**src/hw/cache_geom_pkg.sv**
```systemverilog
`default_nettype none

package cache_geom_pkg;

  localparam int ways       = 4;
  localparam int sets       = 16;
  localparam int line_words = 4;
  localparam logic [10:0] lfsr_seed = 11'd101;

  typedef logic [15:0]            addr_t;
  typedef logic [7:0]             tag_t;
  typedef logic [3:0]             index_t;
  typedef logic [1:0]             word_idx_t;
  typedef logic [1:0]             way_t;
  typedef logic [ways-1:0]        way_mask_t;
  typedef logic [31:0]            word_t;
  typedef logic [3:0]             be_t;    // msb enables the top byte
  typedef logic [127:0]           line_t;  // word 0 in the top bits
  typedef logic [line_words-1:0]  line_valid_t;

  // lsb position of a word inside a line
  function automatic int unsigned word_lsb(word_idx_t w);
    return (line_words - 1 - w) * $bits(word_t);
  endfunction

  function automatic word_t word_of(line_t l, word_idx_t w);
    return l[word_lsb(w) +: $bits(word_t)];
  endfunction

  function automatic word_t merge_bytes(word_t old_w, word_t new_w, be_t be);
    word_t m;
    for (int b = 0; b < $bits(be_t); b++) begin
      m[b*8 +: 8] = be[b] ? new_w[b*8 +: 8] : old_w[b*8 +: 8];
    end
    return m;
  endfunction

endpackage

`default_nettype wire

```
**src/hw/mem_bus_pkg.sv**
```systemverilog
`default_nettype none

package mem_bus_pkg;

  localparam int burst_words    = 4;
  localparam int mem_word_bytes = 4;

  typedef logic [15:0] mem_addr_t;
  typedef logic [31:0] mem_word_t;
  typedef logic [2:0]  burst_cnt_t;   // 0 .. burst_words

endpackage

`default_nettype wire

```
**src/hw/cache_ifs.sv**
```systemverilog
`timescale 1ns/1ns
`default_nettype none


interface mem_if import cache_geom_pkg::*, mem_bus_pkg::*; ();
  logic      wb_start;
  mem_addr_t wb_addr;   // line base
  line_t     wb_line;
  logic      fill_start;
  mem_addr_t fill_addr; // word aligned, first beat
  logic      wb_done;

  modport ctrl (output wb_start, wb_addr, wb_line, fill_start, fill_addr, input wb_done);
  modport port (input wb_start, wb_addr, wb_line, fill_start, fill_addr, output wb_done);
endinterface

`default_nettype wire

```
**src/hw/mem_port.sv**
```systemverilog
`timescale 1ns/1ns
`default_nettype none

module mem_port import cache_geom_pkg::*, mem_bus_pkg::*; (
  input  logic      clock,
  input  logic      reset_n,
  mem_if.port       mem,
  output mem_addr_t mem_addr,
  output logic      mem_rd,
  output logic      mem_wr,
  output mem_word_t mem_wr_data,
  input  logic      mem_waitrequest
);

  line_t      wb_buf;     // remaining writeback words, next one on top
  burst_cnt_t beat_cnt;
  logic       wr_accept;

  assign wr_accept = mem_wr && !mem_waitrequest;

  always_ff @(posedge clock, negedge reset_n) begin
    if (!reset_n) begin
      mem_rd      <= 1'b0;
      mem_wr      <= 1'b0;
      beat_cnt    <= '0;
      mem.wb_done <= 1'b0;
    end else begin
      mem.wb_done <= 1'b0;
      if (mem.fill_start)
        mem_rd <= 1'b1;
      else if (!mem_waitrequest)
        mem_rd <= 1'b0;   // accepted
      if (mem.wb_start) begin
        mem_wr   <= 1'b1;
        beat_cnt <= '0;
      end else if (wr_accept) begin
        beat_cnt <= beat_cnt + 1'b1;
        if (beat_cnt == burst_cnt_t'(burst_words - 1)) begin
          mem_wr      <= 1'b0;
          mem.wb_done <= 1'b1;
        end
      end
    end
  end

  always_ff @(posedge clock) begin
    if (mem.fill_start) begin
      mem_addr <= mem.fill_addr;
    end else if (mem.wb_start) begin
      mem_addr    <= mem.wb_addr;
      mem_wr_data <= mem.wb_line[$bits(line_t)-1 -: $bits(mem_word_t)];
      wb_buf      <= mem.wb_line << $bits(mem_word_t);
    end else if (wr_accept) begin
      mem_addr    <= mem_addr + mem_addr_t'(mem_word_bytes);
      mem_wr_data <= wb_buf[$bits(line_t)-1 -: $bits(mem_word_t)];
      wb_buf      <= wb_buf << $bits(mem_word_t);
    end
  end

  a_rd_wr_exclusive: assert property (@(posedge clock) disable iff (!reset_n)
    !(mem_rd && mem_wr));

endmodule

`default_nettype wire

```
**src/flat_wrapper.sv**
```systemverilog
// flat-port wrapper written by rule: the top's interface ports become plain ports
module mem_port_flat import cache_geom_pkg::*, mem_bus_pkg::*;
  (clock, reset_n, mem_addr, mem_rd, mem_wr, mem_wr_data, mem_waitrequest, mem_wb_start, mem_wb_addr, mem_wb_line, mem_fill_start, mem_fill_addr, mem_wb_done);
  mem_if mem_i ();
  input  logic clock;
  input  logic reset_n;
  output mem_addr_t mem_addr;
  output logic mem_rd;
  output logic mem_wr;
  output mem_word_t mem_wr_data;
  input  logic mem_waitrequest;
  input wire logic [$bits(mem_i.wb_start)-1:0] mem_wb_start;
  input wire logic [$bits(mem_i.wb_addr)-1:0] mem_wb_addr;
  input wire logic [$bits(mem_i.wb_line)-1:0] mem_wb_line;
  input wire logic [$bits(mem_i.fill_start)-1:0] mem_fill_start;
  input wire logic [$bits(mem_i.fill_addr)-1:0] mem_fill_addr;
  output wire logic [$bits(mem_i.wb_done)-1:0] mem_wb_done;
  assign mem_i.wb_start = mem_wb_start;
  assign mem_i.wb_addr = mem_wb_addr;
  assign mem_i.wb_line = mem_wb_line;
  assign mem_i.fill_start = mem_fill_start;
  assign mem_i.fill_addr = mem_fill_addr;
  assign mem_wb_done = mem_i.wb_done;
  mem_port u_core (.clock(clock), .reset_n(reset_n), .mem(mem_i), .mem_addr(mem_addr), .mem_rd(mem_rd), .mem_wr(mem_wr), .mem_wr_data(mem_wr_data), .mem_waitrequest(mem_waitrequest));
endmodule
```
**config.mk**
```make
export PLATFORM = sky130hd
export DESIGN_NAME = mem_port_flat
export DESIGN_NICKNAME = d
export VERILOG_FILES = /design/src/hw/cache_geom_pkg.sv /design/src/hw/mem_bus_pkg.sv /design/src/hw/cache_ifs.sv /design/src/hw/mem_port.sv /design/src/flat_wrapper.sv
export SDC_FILE = /design/constraint.sdc
export NUM_CORES = 1
export LEC_CHECK = 0
export ABC_AREA = 1
export BUFFER_PORTS_ARGS = -buffer_cell sky130_fd_sc_hd__buf_2
export CAP_MARGIN = 20
export CORE_ASPECT_RATIO = 0.6
export CORE_MARGIN = 8
export CORE_UTILIZATION = 40
export CTS_CLUSTER_DIAMETER = 30
export DETAILED_ROUTE_END_ITERATION = 12
export GPL_ROUTABILITY_DRIVEN = 0
export PLACE_DENSITY = 0.72
export SYNTH_ARGS = -nofsm -noshare
export SYNTH_HDL_FRONTEND = slang
export SYNTH_SLANG_ARGS = --single-unit
```
**constraint.sdc**
```tcl
create_clock -name clock -period 7.09 [get_ports clock]
set_input_delay 0.3545 -clock clock [delete_from_list [all_inputs] [get_ports clock]]
set_output_delay 0.3545 -clock clock [all_outputs]
set_load 0.01 [all_outputs]
```
==> impl_results.md, run 1 <==
* Number of I/O pins at 216
* Dominant cell type by area after synthesis: edfxtp_1
* Min cycle time layout at 3080 ps
* TritonCTS Buffers at 17
* LEAKAGE at 4.19 nW
* Total number of vias at 5023
* Maximum VDD drop at 0.000168 V
* Period utilization at 0.434
* Max-Cap Viols at 0
* NumNets Final at 1052
* Commonest cells in the netlist: 372 x nand2_1, 144 x edfxtp_1, 51 x inv_1, 24 x buf_2, 22 x nand3_1
* Initial Util at 0.409
* Port Buffers at 215
* Run status: finished, final reports clean
* GRT overflow at 0
* Final setup vio count at 0
* Post-Synth Adder-Cell Area at 0.00564
* FFs w/ async S/R, synth at 0.0400
* First-pass GRT wire length at 24.7 mm
* Data arrival, critical path at 3120 ps
* Post-CTS sizing at 0
* CTS tree: built
* Sequential share of the synthesized area at 0.672
* CTS Sinks at 150
* Die Wd at 183 um
* Core ar. at 16300 sq um
* Clock Tree Buf Depth at 2
* Layout cells sized above 1 at 0.293
* Startpoint types: primary input
* Initial DRC count at 319
* Post-Synth XOR/XNOR Area at 0.00132
* Reg-to-Reg Start: u_core.mem_wr$_DFFE_PN0P_
* Post-synthesis mux area share at 0.00150
* Warnings from Yosys at 0
* Worst hold slack at 182 ps
* DRC Markers at 0
* CP Max Fanout at 71
* Cell Area, Synth at 6660 sq um
* Fin. Hold Viols at 0
* Die area at 21200 sq um
* CP Launch Point: mem_wb_start
* Vias in the first global route at 5005
* EDFF count, synth at 144
* Wirelength per Cell at 14.1 um
* Initial antenna violation count at 0
* Post-synthesis simple-gate area fraction at 0.243
* Final slew viol count at 0
* Req. time, crit path at 7130 ps
* Post-Route WL at 15.9 mm
* R2R Path End: u_core.wb_buf[84]$_DFFE_PP_
* Primary FF master, synth: edfxtp_1
* Layout Area Growth over Synthesis at 28.1%
* CP Class: in2reg
* Slew @ Worst Pin at 861 ps
* Most common cell in the synthesized netlist: nand2_1
* CTS root buffer: clkbuf_16
* Syn_area_per_cell at 9.88 sq um
* Row count at 36
* Largest family of logic cells by synthesized area: simple AND/OR/NAND/NOR gates
* Clk_lat worst skew at 420 ps
* Post-synthesis cell count at 674
* Antenna viol nets, final at 0
* First-pass DRT Iterations at 4
* Total track usage at 0.148
* HP Class: in2reg
* Worst Setup EP: u_core.wb_buf[84]$_DFFE_PP_
* RSZ-0062 raised after global routing: no
* Register bit count reported by yosys at 150
* Largest net degree at the start of global routing at 72
* Ranking of synthesized cells by area: edfxtp_1 65%, nand2_1 21%, inv_1 2.9%, dfrtp_1 2.3%, buf_2 1.8%
* H-tree depth at 4
* Post-synth top area share at 0.650
* DPL Wire Length at 11.6 mm
* R2r worst-path depth at 3
* Slew HR at 0.426
* Unique masters post-synth at 24
* Final setup skew at 14.9 ps
* Compound-gate portion of the synthesized area at 0.0218
* Die Span Y at 116 um
* Crit. End Element: flop
* Mean number of vias per cell at 4.46
* Max Fclk at 325 MHz
* Setup TNS Final at 0 ps
* Power density cells at 260 nW/um^2
* Reg2Reg Setup Slack at 5240 ps
* CTS clk-pin slew, worst paths at 60 ps
* Syn Nets at 842
-- per-layer routing --
layer	part of all wire	global-route usage
met1	0.46	0.193
met2	0.45	0.232
met3	0.080	0.0539
met4	0.0069	0.0397
met5	0	0
-- placed cells by master, fill, tap and decap left out --
cell type / instances
a21oi_1: 1
a21oi_4: 1
a22o_1: 8
buf_2: 214
buf_4: 5
bufinv_16: 2
clkbuf_1: 1
clkbuf_16: 17
clkinv_2: 1
clkinv_4: 3
clkinv_8: 1
dfrtp_1: 6
diode_2: 1
dlygate4sd3_1: 1
edfxtp_1: 144
ha_1: 3
inv_1: 51
inv_2: 3
inv_6: 4
inv_8: 4
mux2i_1: 1
nand2_1: 372
nand2_2: 3
nand3_1: 22
nand4_1: 4
nor2_1: 11
nor2_2: 4
o211ai_1: 3
o21ai_1: 2
o21bai_1: 2
o21bai_2: 1
o22ai_1: 1
xor2_1: 1
-- critical path: stages --
cell and delay [ps]:
buf_4 510, clkinv_2 710, buf_4 540, a21oi_4 220, buf_4 670
-- sequential cells by signal (all words and copies together) (netlist names) --
register	count
u_core.wb_buf	96
u_core.mem_wr	1
u_core.mem_addr	16
u_core.beat_cnt	3
u_core.mem.wb_done	1
u_core.mem_wr_data	32
u_core.mem_rd	1
-- power breakdown --
group          switching [mW]  internal, mW  total, mW
clock                   0.388         0.538      0.925
combinational           0.132        0.0872      0.219
sequential             0.0256          1.05       1.08
-- metrics by stage --
stage               cell area (sq um)  worst slack [ps]  cells  power, mW  utilization
floorplan                        6660              2360    674       1.22            -
global placement                 7910              3570   1092       1.31        0.486
detailed placement               7910              3550   1092       1.32        0.486
CTS                              8530              3990   1125       2.24        0.524
global route                     8530              3750   1125       2.31        0.524
finish                           8530              4010   1126       2.22        0.525
-- area by class of cell --
class	instances	area (sq um)
Timing Repair Buffer	220	1120
Clock buffer	18	429
Inverter	55	208
Fill cell	1481	7730
Clock inverter	14	183
Tap cell	228	285
Sequential cell	150	4470
Antenna cell	1	2.50
Multi-Input combinational cell	440	1830
-- what timing repair did --
action | CTS | global route
endpoints found under the setup margin | 0 | 0
hold buffers | 1 | 0
setup buffers | 0 | 0
hold endpoints to repair | 6 | 0
-- worst min path at each step --
stage	start	slack (ps)	depth (start not counted)	end
6_report	mem_waitrequest	180	3	u_core.mem_rd$_DFFE_PN0P_
2_1_floorplan	reset_n	60	0	u_core.beat_cnt[0]$_DFFE_PN0P_
4_1_cts	mem_waitrequest	150	3	u_core.mem_rd$_DFFE_PN0P_
3_3_place_gp	reset_n	190	1	u_core.mem.wb_done$_DFF_PN0_
3_5_place_dp	reset_n	190	1	u_core.mem.wb_done$_DFF_PN0_
5_1_grt	mem_waitrequest	170	3	u_core.mem_rd$_DFFE_PN0P_
-- cell families (layout without fill, tap and decap cells) --
group,after synthesis,in the layout
adders and majority gates,3,3
AOI/OAI and AO/OA,19,19
muxes,1,1
buffers and inverters,84,307
and+or+nand+nor,416,416
xor gates and xnor gates,1,1
DFF,150,150
other,0,1
(Power assumes the default switching activity.)
==> inputs of run 2 (changes only) <==
- PLACE_DENSITY: 0.72 -> 0.69
- clock period: 7.09 -> 3.1 ns (I/O delays scaled with it)
==> impl_results.md, run 2 (synthesized netlist as in run 1, its figures left out) <==
* DPL Wire Length at 11.3 mm (was 11.6 mm)
* HP Class: in2reg (unchanged)
* CTS clk-pin slew, worst paths at 70 ps (was 60 ps)
* Layout Area Growth over Synthesis at 34.9% (was 28.1%)
* NumNets Final at 1095 (was 1052)
* Final setup skew at 16.1 ps (was 14.9 ps)
* Req. time, crit path at 3180 ps (was 7130 ps)
* Maximum VDD drop at 0.000364 V (was 0.000168 V)
* Number of I/O pins at 216 (unchanged)
* Antenna viol nets, final at 0 (unchanged)
* GRT overflow at 0 (unchanged)
* Clock Tree Buf Depth at 2 (unchanged)
* Worst path bufs/invs at 4 (unchanged)
* Delay-heaviest family, CP: buffers and inverters (unchanged)
* Startpoint types: primary input (unchanged)
* Port Buffers at 215 (unchanged)
* Postcts setup bufs at 0 (unchanged)
* Row count at 36 (unchanged)
* Crit. End Element: flop (unchanged)
* First-pass GRT wire length at 26.5 mm (was 24.7 mm)
* Worst hold slack at 18.4 ps (was 182 ps)
* Slowest-stage cell, CP: a21oi_4 (was clkinv_2)
* Biggest regs: u_core.wb_buf: 96 flops, u_core.mem_wr_data: 32 flops, u_core.mem_addr: 16 flops (unchanged)
* CTS Hold Bufs at 44 (was 1)
* DP Worst Slack at 1030 ps (was 3550 ps)
* Mean number of vias per cell at 4.48 (was 4.46)
* Initial DRC count at 327 (was 319)
* Largest net degree at the start of global routing at 101 (was 72)
* CTS root buffer: clkbuf_16 (unchanged)
* Max Fclk at 527 MHz
* CP Max Fanout at 59 (was 71)
* Reg-to-Reg Start: u_core.mem_wr$_DFFE_PN0P_ (unchanged)
* CP Depth at 6 (was 5)
* Largest stage delay on the critical path at 590 ps (was 710 ps)
* Layout cells sized above 1 at 0.281 (was 0.293)
* Worst Hold Launch: mem_wb_line[53] (was mem_waitrequest)
* CP Class: in2reg (unchanged)
* First-pass DRT Iterations at 5 (was 4)
* Setup TNS Final at 0 ps (unchanged)
* Final slew viol count at 0 (unchanged)
* Wirelength per Cell at 14.2 um (was 14.1 um)
* R2R Path End: u_core.wb_buf[113]$_DFFE_PP_ (was u_core.wb_buf[84]$_DFFE_PP_)
* DRC Markers at 0 (unchanged)
* Max-Cap Viols at 0 (unchanged)
* Die area at 21200 sq um (unchanged)
* Die Span Y at 116 um (unchanged)
* Final worst slack at 1200 ps (was 4010 ps)
* RSZ-0062 raised after global routing: no (unchanged)
* CP Launch Point: mem_waitrequest (was mem_wb_start)
* Total number of vias at 5234 (was 5023)
* Final setup vio count at 0 (unchanged)
* Core ar. at 16300 sq um (unchanged)
* R2r worst-path depth at 3 (unchanged)
* Vias in the first global route at 5328 (was 5005)
* LEAKAGE at 4.37 nW (was 4.19 nW)
* Max reg flops at 96 (unchanged)
* Final Power at 5.14 mW (was 2.22 mW)
* Initial Util at 0.409 (unchanged)
* Critical Path, Cell by Cell: dlygate4sd3_1 -> buf_2 -> inv_1 -> nand2_2 -> a21oi_4 -> buf_12 (was buf_4 -> clkinv_2 -> buf_4 -> a21oi_4 -> buf_4)
* Worst Setup EP: u_core.wb_buf[113]$_DFFE_PP_ (was u_core.wb_buf[84]$_DFFE_PP_)
* Die Wd at 183 um (unchanged)
* Data arrival, critical path at 1970 ps (was 3120 ps)
* Reg2Reg Setup Slack at 1260 ps (was 5240 ps)
* Post-CTS sizing at 0 (unchanged)
* Min cycle time layout at 1900 ps
* H-tree depth at 4 (unchanged)
* Clk_lat worst skew at 410 ps (was 420 ps)
* CTS Sinks at 150 (unchanged)
* Commonest non-fill, non-tap cell in the layout: nand2_1 (unchanged)
* TritonCTS Buffers at 17 (unchanged)
* CTS tree: built (unchanged)
* Slew HR at 0.319 (was 0.426)
* Commonest non-fill, non-tap cells in the layout: 371 x nand2_1, 214 x buf_2, 144 x edfxtp_1 (was 372 x nand2_1, 214 x buf_2, 144 x edfxtp_1)
* Largest register by flop count: u_core.wb_buf (unchanged)
* Run status: finished, final reports clean (unchanged)
* Period utilization at 0.612
* Initial antenna violation count at 3 (was 0)
* Post-Route WL at 16.6 mm (was 15.9 mm)
* Placed cell area at 7930 sq um (was 7910 sq um)
* Power density cells at 573 nW/um^2 (was 260 nW/um^2)
* Fin. Hold Viols at 0 (unchanged)
* Total track usage at 0.157 (was 0.148)
* Final instance area at 8980 sq um (was 8530 sq um)
* Slew @ Worst Pin at 1020 ps (was 861 ps)
[run 2: routing by layer]
layer / track usage / share of wire / vias up
met5: 0 / 0.0013 / -
met4: 0.0446 / 0.012 / 4
met3: 0.0542 / 0.087 / 17
met2: 0.246 / 0.45 / 184
met1: 0.206 / 0.45 / 2355
li1: - / - / 2674
[run 2: area by class of cell]
| class | count | area [sq um] |
|---|---|---|
| timing repair buffer | 263 | 1570 |
| sequential | 150 | 4470 |
| tap | 228 | 285 |
| clock buffer | 17 | 425 |
| inverter | 55 | 208 |
| clock inverter | 14 | 179 |
| multi-input combinational | 440 | 1830 |
| antenna | 1 | 2.50 |
| fill | 1475 | 7280 |
[run 2: how the worst min path moves through the flow]
stage                                           to  cells after the start
detailed placement       u_core.mem_wr$_DFFE_PN0P_                      1
global placement      u_core.mem.wb_done$_DFF_PN0_                      1
global route          u_core.wb_buf[116]$_DFFE_PP_                      3
finish                 u_core.wb_buf[85]$_DFFE_PP_                      3
floorplan           u_core.beat_cnt[0]$_DFFE_PN0P_                      0
CTS                   u_core.wb_buf[116]$_DFFE_PP_                      3
[run 2: where the power goes]
group | total (mW) | switching (mW) | internal, mW | leakage [nW]
clock | 2.13 | 0.905 | 1.23 | 0.297
sequential | 2.46 | 0.0616 | 2.40 | 1.49
combinational | 0.547 | 0.307 | 0.241 | 2.59
total | 5.14 | 1.27 | 3.87 | 4.37
[run 2: per-stage QoR]
step | util | cells
2_1_floorplan | - | 674
3_3_place_gp | 0.488 | 1092
3_5_place_dp | 0.488 | 1092
4_1_cts | 0.552 | 1167
5_1_grt | 0.552 | 1168
6_report | 0.552 | 1168
[run 2: worst register-to-register path, cell delays in order (launching register included)]
cell	delay, ps
dfrtp_1	380
nand2_2	130
a21oi_4	590
buf_12	380
