<file path="src/hw/cache_geom_pkg.sv">
`default_nettype none

package cache_geom_pkg;

  localparam int ways       = 4;
  localparam int sets       = 16;
  localparam int line_words = 4;
  localparam logic [10:0] lfsr_seed = 11'd101;

  typedef logic [15:0]            addr_t;
  typedef logic [7:0]             tag_t;
  typedef logic [3:0]             index_t;
  typedef logic [1:0]             word_idx_t;
  typedef logic [1:0]             way_t;
  typedef logic [ways-1:0]        way_mask_t;
  typedef logic [31:0]            word_t;
  typedef logic [3:0]             be_t;    // msb enables the top byte
  typedef logic [127:0]           line_t;  // word 0 in the top bits
  typedef logic [line_words-1:0]  line_valid_t;

  // lsb position of a word inside a line
  function automatic int unsigned word_lsb(word_idx_t w);
    return (line_words - 1 - w) * $bits(word_t);
  endfunction

  function automatic word_t word_of(line_t l, word_idx_t w);
    return l[word_lsb(w) +: $bits(word_t)];
  endfunction

  function automatic word_t merge_bytes(word_t old_w, word_t new_w, be_t be);
    word_t m;
    for (int b = 0; b < $bits(be_t); b++) begin
      m[b*8 +: 8] = be[b] ? new_w[b*8 +: 8] : old_w[b*8 +: 8];
    end
    return m;
  endfunction

endpackage

`default_nettype wire

</file>
<file path="src/hw/mem_bus_pkg.sv">
`default_nettype none

package mem_bus_pkg;

  localparam int burst_words    = 4;
  localparam int mem_word_bytes = 4;

  typedef logic [15:0] mem_addr_t;
  typedef logic [31:0] mem_word_t;
  typedef logic [2:0]  burst_cnt_t;   // 0 .. burst_words

endpackage

`default_nettype wire

</file>
<file path="src/hw/cache_ifs.sv">
`timescale 1ns/1ns
`default_nettype none


interface fill_if import cache_geom_pkg::*; ();
  logic      start;
  way_t      way;
  index_t    index;
  tag_t      tag;
  word_idx_t first_word;
  index_t    look_index;
  tag_t      look_tag;
  word_idx_t look_word;
  logic      hit_write;
  be_t       be;
  word_t     wr_data;
  logic      busy;
  logic      hit;
  word_t     hit_word;

  modport ctrl (
    output start, way, index, tag, first_word, look_index, look_tag, look_word,
    output hit_write, be, wr_data,
    input  busy, hit, hit_word
  );
  modport buffer (
    input  start, way, index, tag, first_word, look_index, look_tag, look_word,
    input  hit_write, be, wr_data,
    output busy, hit, hit_word
  );
endinterface

interface commit_if import cache_geom_pkg::*; ();
  logic   commit;
  way_t   way;
  index_t index;
  line_t  line;
  logic   dirty;

  modport buffer (output commit, way, index, line, dirty);
  modport store  (input  commit, way, index, line, dirty);
endinterface


`default_nettype wire

</file>
<file path="src/hw/linefill_buf.sv">
`timescale 1ns/1ns
`default_nettype none

module linefill_buf import cache_geom_pkg::*, mem_bus_pkg::*; (
  input  logic      clock,
  input  logic      reset_n,
  input  mem_word_t mem_rd_data,
  input  logic      mem_rd_valid,
  fill_if.buffer    fl,
  commit_if.buffer  cm
);

  logic        busy;
  way_t        fill_way;
  index_t      fill_index;
  tag_t        fill_tag;
  word_idx_t   wr_ptr;      // wraps within the line
  line_valid_t word_valid;
  logic        fill_dirty;
  line_t       fill_line;
  logic        commit_q;
  logic        capture;
  line_valid_t valid_nx;
  word_t       merged;

  assign capture  = busy && mem_rd_valid;
  assign valid_nx = word_valid | (line_valid_t'(1) << wr_ptr);

  assign fl.busy     = busy;
  assign fl.hit      = busy && (fl.look_index == fill_index) && (fl.look_tag == fill_tag)
                       && word_valid[fl.look_word];
  assign fl.hit_word = word_of(fill_line, fl.look_word);
  assign merged      = merge_bytes(fl.hit_word, fl.wr_data, fl.be);

  always_ff @(posedge clock, negedge reset_n) begin
    if (!reset_n) begin
      busy       <= 1'b0;
      wr_ptr     <= '0;
      word_valid <= '0;
      fill_dirty <= 1'b0;
      commit_q   <= 1'b0;
    end else begin
      commit_q <= capture && (&valid_nx);  // last missing word
      if (fl.start) begin
        busy       <= 1'b1;
        wr_ptr     <= fl.first_word;
        word_valid <= '0;
        fill_dirty <= 1'b0;
      end else if (commit_q) begin
        busy       <= 1'b0;
        word_valid <= '0;
      end else begin
        if (capture) begin
          word_valid <= valid_nx;
          wr_ptr     <= wr_ptr + 1'b1;
        end
        if (fl.hit_write)
          fill_dirty <= 1'b1;
      end
    end
  end

  always_ff @(posedge clock) begin
    if (fl.start) begin
      fill_way   <= fl.way;
      fill_index <= fl.index;
      fill_tag   <= fl.tag;
    end
    if (capture)
      fill_line[word_lsb(wr_ptr) +: $bits(word_t)] <= mem_rd_data;
    if (fl.hit_write)
      fill_line[word_lsb(fl.look_word) +: $bits(word_t)] <= merged;
  end

  assign cm.commit = commit_q;
  assign cm.way    = fill_way;
  assign cm.index  = fill_index;
  assign cm.dirty  = fill_dirty || fl.hit_write;

  // a write landing in the commit cycle goes straight into the line
  always_comb begin
    cm.line = fill_line;
    if (fl.hit_write)
      cm.line[word_lsb(fl.look_word) +: $bits(word_t)] = merged;
  end

  a_commit_full_line: assert property (@(posedge clock) disable iff (!reset_n)
    cm.commit |-> (busy && (&word_valid)));

endmodule

`default_nettype wire

</file>
<file path="src/flat_wrapper.sv">
// flat-port wrapper written by rule: the top's interface ports become plain ports
module linefill_buf_flat import cache_geom_pkg::*, mem_bus_pkg::*;
  (clock, reset_n, mem_rd_data, mem_rd_valid, fl_start, fl_way, fl_index, fl_tag, fl_first_word, fl_look_index, fl_look_tag, fl_look_word, fl_hit_write, fl_be, fl_wr_data, fl_busy, fl_hit, fl_hit_word, cm_commit, cm_way, cm_index, cm_line, cm_dirty);
  fill_if fl_i ();
  commit_if cm_i ();
  input  logic clock;
  input  logic reset_n;
  input  mem_word_t mem_rd_data;
  input  logic mem_rd_valid;
  input wire logic [$bits(fl_i.start)-1:0] fl_start;
  input wire logic [$bits(fl_i.way)-1:0] fl_way;
  input wire logic [$bits(fl_i.index)-1:0] fl_index;
  input wire logic [$bits(fl_i.tag)-1:0] fl_tag;
  input wire logic [$bits(fl_i.first_word)-1:0] fl_first_word;
  input wire logic [$bits(fl_i.look_index)-1:0] fl_look_index;
  input wire logic [$bits(fl_i.look_tag)-1:0] fl_look_tag;
  input wire logic [$bits(fl_i.look_word)-1:0] fl_look_word;
  input wire logic [$bits(fl_i.hit_write)-1:0] fl_hit_write;
  input wire logic [$bits(fl_i.be)-1:0] fl_be;
  input wire logic [$bits(fl_i.wr_data)-1:0] fl_wr_data;
  output wire logic [$bits(fl_i.busy)-1:0] fl_busy;
  output wire logic [$bits(fl_i.hit)-1:0] fl_hit;
  output wire logic [$bits(fl_i.hit_word)-1:0] fl_hit_word;
  output wire logic [$bits(cm_i.commit)-1:0] cm_commit;
  output wire logic [$bits(cm_i.way)-1:0] cm_way;
  output wire logic [$bits(cm_i.index)-1:0] cm_index;
  output wire logic [$bits(cm_i.line)-1:0] cm_line;
  output wire logic [$bits(cm_i.dirty)-1:0] cm_dirty;
  assign fl_i.start = fl_start;
  assign fl_i.way = fl_way;
  assign fl_i.index = fl_index;
  assign fl_i.tag = fl_tag;
  assign fl_i.first_word = fl_first_word;
  assign fl_i.look_index = fl_look_index;
  assign fl_i.look_tag = fl_look_tag;
  assign fl_i.look_word = fl_look_word;
  assign fl_i.hit_write = fl_hit_write;
  assign fl_i.be = fl_be;
  assign fl_i.wr_data = fl_wr_data;
  assign fl_busy = fl_i.busy;
  assign fl_hit = fl_i.hit;
  assign fl_hit_word = fl_i.hit_word;
  assign cm_commit = cm_i.commit;
  assign cm_way = cm_i.way;
  assign cm_index = cm_i.index;
  assign cm_line = cm_i.line;
  assign cm_dirty = cm_i.dirty;
  linefill_buf u_core (.clock(clock), .reset_n(reset_n), .mem_rd_data(mem_rd_data), .mem_rd_valid(mem_rd_valid), .fl(fl_i), .cm(cm_i));
endmodule
</file>
<file path="config.mk">
export PLATFORM = sky130hd
export DESIGN_NAME = linefill_buf_flat
export DESIGN_NICKNAME = d
export VERILOG_FILES = /design/src/hw/cache_geom_pkg.sv /design/src/hw/mem_bus_pkg.sv /design/src/hw/cache_ifs.sv /design/src/hw/linefill_buf.sv /design/src/flat_wrapper.sv
export SDC_FILE = /design/constraint.sdc
export NUM_CORES = 1
export LEC_CHECK = 0
export BUFFER_PORTS_ARGS = -buffer_cell sky130_fd_sc_hd__buf_2
export CORE_AREA = 2 2 154 156
export DETAILED_ROUTE_END_ITERATION = 16
export DIE_AREA = 0 0 156 158
export GPL_TIMING_DRIVEN = 0
export MAX_ROUTING_LAYER = met4
export PLACE_DENSITY = 0.68
export REMOVE_ABC_BUFFERS = 1
export SETUP_SLACK_MARGIN = 0.05
export SKIP_LAST_GASP = 1
export SYNTH_ARGS = -nofsm -noshare
export SYNTH_HDL_FRONTEND = slang
export SYNTH_SLANG_ARGS = --single-unit
</file>
<file path="constraint.sdc">
create_clock -name clock -period 5.65 [get_ports clock]
set_input_delay 0.8475 -clock clock [delete_from_list [all_inputs] [get_ports clock]]
set_output_delay 0.8475 -clock clock [all_outputs]
set_load 0.02 [all_outputs]
</file>
==> results of run 1 <==
-- routing by layer --
metal	track usage, %	vias to the layer above	share of wire, %
met3	4.82	75	7.8
met4	11.5	0	2.7
met5	-	-	0
li1	-	4236	-
met2	43.6	497	47
met1	34.6	4588	42
-- path summary, 6_finish.rpt --
check,startpoint,end,slack [ps],cells past startpoint
max in group asynchronous,reset_n,u_core.fl.busy,5200,1
min in group clock,u_core.fill_dirty,u_core.fill_dirty,500,2
worst min-delay path,reset_n,u_core.fill_dirty,270,1
worst min register to register,u_core.fill_dirty,u_core.fill_dirty,500,2
worst max register to register,u_core.wr_ptr[0],u_core.fill_line[18],2530,7
worst max-delay path,fl_look_word[1],cm_line[25],420,8
-- cell families after synthesis --
logic type                 Yosys count
and+or+nand+nor                    241
xor gates and xnor gates            13
adders and majority gates           13
buffers and inverters               99
AOI/OAI and AO/OA                  429
DFF                                151
muxes                               34
-- Yosys cell counts, drive strengths merged --
library cell    n
dfrtp           9
mux2           32
mux4            1
o22ai          66
inv             9
buf            44
xnor2           2
nor4b           1
a21o           97
nand4           1
nand3           6
mux2i           1
a21boi          2
or2             5
nand2b          4
dfxtp         128
or4             1
nor2           71
clkbuf         46
nor3           72
a21oi          70
nor4            2
a221o          96
edfxtp         14
nand2          41
nand4b          1
nor2b          32
a211oi         32
and2            3
ha             13
or3             1
a22oi          32
o21ai          34
xor2           11
-- worst max-delay path: stages --
cell	delay, ps
buf_6	450
ha_1	290
and2_2	810
nand4b_1	850
buf_8	430
buf_16	170
o21ai_0	240
buf_2	230
-- registers in the layout (all words and copies together) (netlist names) --
signal	count
u_core.cm.commit	1
u_core.cm.index	4
u_core.cm.way	2
u_core.fill_dirty	1
u_core.fill_line	128
u_core.fill_tag	8
u_core.fl.busy	1
u_core.word_valid	4
u_core.wr_ptr	2
-- final cells by class --
type | count | area share [%]
clock buffers | 20 | 4.05
multi-input cells | 730 | 47.8
repair buffers | 292 | 15.2
well taps | 290 | 3.14
clock inverters | 12 | 1.62
flip-flops and latches | 151 | 27.8
diodes | 4 | 0.0867
inverters | 9 | 0.292
-- report_power, final --
part / switching [uW] / leakage (uW) / total [uW] / internal [uW]
Sequential: 106 / 0.00129 / 1310 / 1200
Combinational: 583 / 0.00411 / 976 / 393
Clock: 497 / 0.000313 / 1280 / 786
-- stage by stage --
stage	instance area (um2)	util (%)	cells	setup TNS [ps]	worst slack [ps]
CTS	11500	50.1	1504	0	575
global route	11600	50.1	1508	0	314
finish	11600	50.1	1508	0	421
global placement	10400	45.2	1452	-532610	-4130
detailed placement	10900	47.2	1472	0	583
floorplan	8690	-	890	0	355
==> results.json, run 1 <==
{
  "status": "completed",
  "first_iter_violations": 804,
  "place.port_buffers": 272,
  "synth_seq_area_share_pct": 35.2,
  "gp_routability_congestion": 0.820,
  "tightest_slew_ps": 1060,
  "antenna_found_initial": 4,
  "initial_utilization_pct": 39.6,
  "syn_inst": 980,
  "total_power_uw": 3570,
  "route.detailed.drc": 0,
  "fp.dieH_um": 158,
  "finalClockSkew_ps": 9.74,
  "rsz0062_at_grt": "no",
  "clockBufferDepth": 2,
  "syn_to_final_growth_pct": 26.7,
  "period_share_pct": 92.5,
  "ant_nets": 0,
  "fill_cells": 2153,
  "hold_violations": 0,
  "criticalPathCategory": "in2out",
  "synth.distinct_cells": 44,
  "synth_mux_area_share_pct": 4.31,
  "dp_hpwl_um": 22800,
  "synth_compound_area_share_pct": 38.1,
  "cp.required_ps": 4800,
  "worst_hold_path_type": "in2async",
  "max-cap-violations": 0,
  "cp_data_arrival_time_ps": 4380,
  "grt_overflow_total": 0,
  "slew_headroom_pct": 29.2,
  "grt_pass1_wl_um": 50600,
  "synth_area_leaders": "dfxtp_1 (28%), a221o_1 (11%), a21o_1 (8.0%)",
  "grt_pass1_vias": 9054,
  "layout.cells.most_common": "buf_2",
  "setup_viol": 0,
  "clock-root-buffer": "clkbuf_16",
  "die_x_um": 156,
  "synth_xor_area_share_pct": 1.25,
  "cts_resized": 0,
  "synth.largest_area_cell": "dfxtp_1",
  "hold_buffers": 0,
  "clock_sinks": 151,
  "worst_skew_pair.late_latency_ps": 430,
  "finalMaxSlewViolations": 0,
  "fin_nets": 1317,
  "grt_max_degree": 70,
  "hold_ws_ps": 267,
  "vias": 9396,
  "layout_common_cells": "buf_2 (271), dfxtp_1 (128), a21o_1 (97)",
  "routed_wl_um": 34200,
  "io_pins": 273,
  "cts-htree-levels": 4,
  "leakagePower_uw": 0.00571,
  "synth.top_cell.area_share_pct": 28.1,
  "groute.usage.overall_pct": 27.5,
  "vias_per_cell": 6.23,
  "core_um2": 23100,
  "rows": 56,
  "ff_latch_area_um2": 3210,
  "finalCriticalPeriod_ps": 5230,
  "critPathLaunchType": "input port",
  "syn-cell-area_um2": 9120,
  "synth_top_family_by_area": "compound AO/OA/AOI/OAI gates",
  "synthAdderAreaFrac_pct": 1.78,
  "max_clock_freq_mhz": 191,
  "cts_setup_buffers": 0,
  "drtPass1Iterations": 6,
  "ir_drop_mv": 0.181,
  "dieArea_um2": 24600,
  "worstPathMaxFanout": 65,
  "synthSimpleGateAreaFrac_pct": 14.4,
  "clk_pin_slew_worst_paths_ps": 60,
  "yosys_warnings": 0,
  "wire_per_inst_um": 22.7,
  "ys_ff_latch": 151,
  "cp-end-kind": "primary output",
  "cts_made_buffers": 17,
  "tritoncts": "yes",
  "p_per_area_nw_per_um2": 309,
  "multi_input_area_um2": 5520,
  "syn_area_per_cell_um2": 9.30,
  "drive_above_1_share_pct": 38.5
}
Note: power is estimated with default switching activity, not from simulation.
==> run 2: changes to the inputs <==
Settings changed: REMOVE_ABC_BUFFERS 1 to default, TNS_END_PERCENT from default to 30.
==> run 2 against run 1 <==
Cell count increased by 4.5%. Critical path depth increased by 5. Combinational power increased by 1%. Clock power increased by 5%. Clock skew decreased by 3.3 ps. Maximum frequency decreased by 1.7%. Design area decreased by 0.23%. Sequential cell count unchanged. Core utilization decreased by 0.11 points. Routed wire length increased by 13%.
==> results.json, run 2 (synthesis gave the netlist of run 1 again) <==
{
  "fill_cells": 2222,
  "grt_overflow_total": 0,
  "initial_utilization_pct": 39.6,
  "p_per_area_nw_per_um2": 316,
  "max-cap-violations": 0,
  "period_share_pct": 94.2,
  "critPathLaunchType": "input port",
  "worstPathMaxFanout": 10,
  "finalMaxSlewViolations": 0,
  "hold_violations": 0,
  "finalClockSkew_ps": 6.43,
  "fin_nets": 1388,
  "regMostFlops": "u_core.fill_line",
  "ff2ff_setup_slack_ps": 2960,
  "syn_nets": 1096,
  "ir_drop_mv": 0.193,
  "largest_reg_flops": 128,
  "gp_routability_congestion": 0.925,
  "dp_hpwl_um": 26600,
  "worst_skew_pair.late_latency_ps": 430,
  "p_comb_share_pct": 27.1,
  "io_pins": 273,
  "ff2ff_path_depth": 7,
  "cts_made_buffers": 17,
  "layout_common_cells": "buf_2 (301), dfxtp_1 (128), a21o_1 (97)",
  "worst_hold_path_type": "in2async",
  "tritoncts": "yes",
  "antenna_found_initial": 1,
  "syn_to_final_growth_pct": 26.4,
  "power_frac_seq_pct": 36.0,
  "vias_per_cell": 6.30,
  "dieArea_um2": 24600,
  "setup_viol": 0,
  "switching_share_pct": 33.4,
  "slew_headroom_pct": 31.8,
  "p_switching_uw": 1220,
  "worst_path_max_delay_cell": "or4_1",
  "status": "completed",
  "cp_data_arrival_time_ps": 4470,
  "ant_nets": 0,
  "crit_path_frequent_cell": "buf_2",
  "r2r_end": "u_core.fill_line[124]",
  "drtPass1Iterations": 6,
  "grt_max_degree": 17,
  "slowest_delay_ps": 500,
  "rsz0062_at_grt": "no",
  "clock_sinks": 151,
  "grt_pass1_vias": 9501,
  "cts_resized": 0,
  "leakagePower_uw": 0.00575,
  "pwr-share-clk_pct": 36.9,
  "reg.largest.list": "u_core.fill_line (128), u_core.fill_tag (8)",
  "total_power_uw": 3650,
  "first_iter_violations": 1083,
  "die_x_um": 156,
  "clock-root-buffer": "clkbuf_16",
  "core_um2": 23100,
  "place.port_buffers": 271,
  "cts-htree-levels": 4,
  "p_int_uw": 2430,
  "clk_pin_slew_worst_paths_ps": 70,
  "cp.required_ps": 4800,
  "cp-end-kind": "primary output",
  "vias": 9931,
  "drive_above_1_share_pct": 36.9,
  "grt_pass1_wl_um": 56100,
  "route.detailed.drc": 0,
  "criticalPathCategory": "in2out",
  "fin_setup_tns_ps": 0,
  "crit_chain": "buf_2 -> buf_2 -> buf_2 -> buf_2 -> buf_2 -> inv_1 -> ha_1 -> or4_1 -> buf_2 -> buf_6 -> nor3_2 -> a21o_1 -> buf_2",
  "layout.cells.most_common": "buf_2",
  "routed_wl_um": 38600,
  "tightest_slew_ps": 1020,
  "clockBufferDepth": 2,
  "finalCriticalPeriod_ps": 5320,
  "fp.dieH_um": 158,
  "max_clock_freq_mhz": 188,
  "r2r-start": "u_core.wr_ptr[0]",
  "rows": 56,
  "wire_per_inst_um": 24.5,
  "groute.usage.overall_pct": 31.3
}
[run 2: changes by cell type in the layout (fill, tap and decap cells not counted), moves of 3 or more]
cell,before,now
clkbuf_1,1,46
buf_2,271,301
buf_4,0,9
buf_16,8,0
buf_6,8,3
buf_1,0,4
buf_12,3,0
diode_2,4,1
inv_6,4,1
nand2_1,37,40
nand2_2,3,0
[run 2: area by class of cell]
class | count | area [um2] | share of cell area [%]
multi-input combinational | 730 | 5450 | 47.3
sequential | 151 | 3210 | 27.8
timing repair buffer | 273 | 1370 | 11.9
clock buffer | 20 | 448 | 3.89
buffer | 90 | 425 | 3.69
tap | 290 | 363 | 3.15
clock inverter | 12 | 221 | 1.92
inverter | 9 | 33.8 | 0.293
antenna | 1 | 2.50 | 0.0217
[run 2: per-stage QoR]
step	std cells	util [%]	setup slack (ps)	cell area (um2)	hold slack (ps)
after floorplan	980	-	1630	9120	454
after global placement	1541	47.0	268	10800	475
after detailed placement	1541	47.0	220	10800	484
after CTS	1573	49.9	231	11500	246
after global routing	1576	50.0	276	11500	259
final	1576	50.0	330	11500	250
[run 2: power groups by stage]
stage	Sequential [uW]	Combinational, uW	Clock, uW
finish	1310	988	1350
global route	1330	1050	1390
CTS	1310	977	1350
detailed placement	1330	973	0
global placement	1320	966	0
floorplan	1310	638	0
[run 2: worst max path at each step]
stage	from	endpoint	slack, ps	cells past startpoint
final	fl_look_word[1]	cm_line[103]	330	13
after global routing	fl_look_word[1]	cm_line[108]	280	13
after CTS	fl_look_word[1]	cm_line[6]	230	11
after detailed placement	fl_look_word[1]	cm_line[6]	220	11
after global placement	fl_look_word[1]	cm_line[6]	270	11
after floorplan	fl_look_word[1]	cm_line[112]	1630	11
[run 2: routing by layer]
layer / track usage (%) / up-vias / wire length [um]
li1: - / 4364 / -
met1: 40.7 / 4762 / 15900
met2: 46.4 / 678 / 17000
met3: 5.89 / 127 / 3900
met4: 16.3 / 0 / 1810
met5: - / - / 0
[run 2: timing repair]
item / in CTS / in global routing
buffers inserted: 0 / 2
endpoints found under the setup margin: 0 / 2
hold buffers: 0 / 0
[run 2: worst max-delay path: cells and delay by family]
family | cells | cell delay [ps]
AND/OR/NAND/NOR | 2 | 720
buffers and inverters | 9 | 2400
AO/OA/AOI/OAI | 1 | 160
adder cells (fa/ha/maj) | 1 | 340
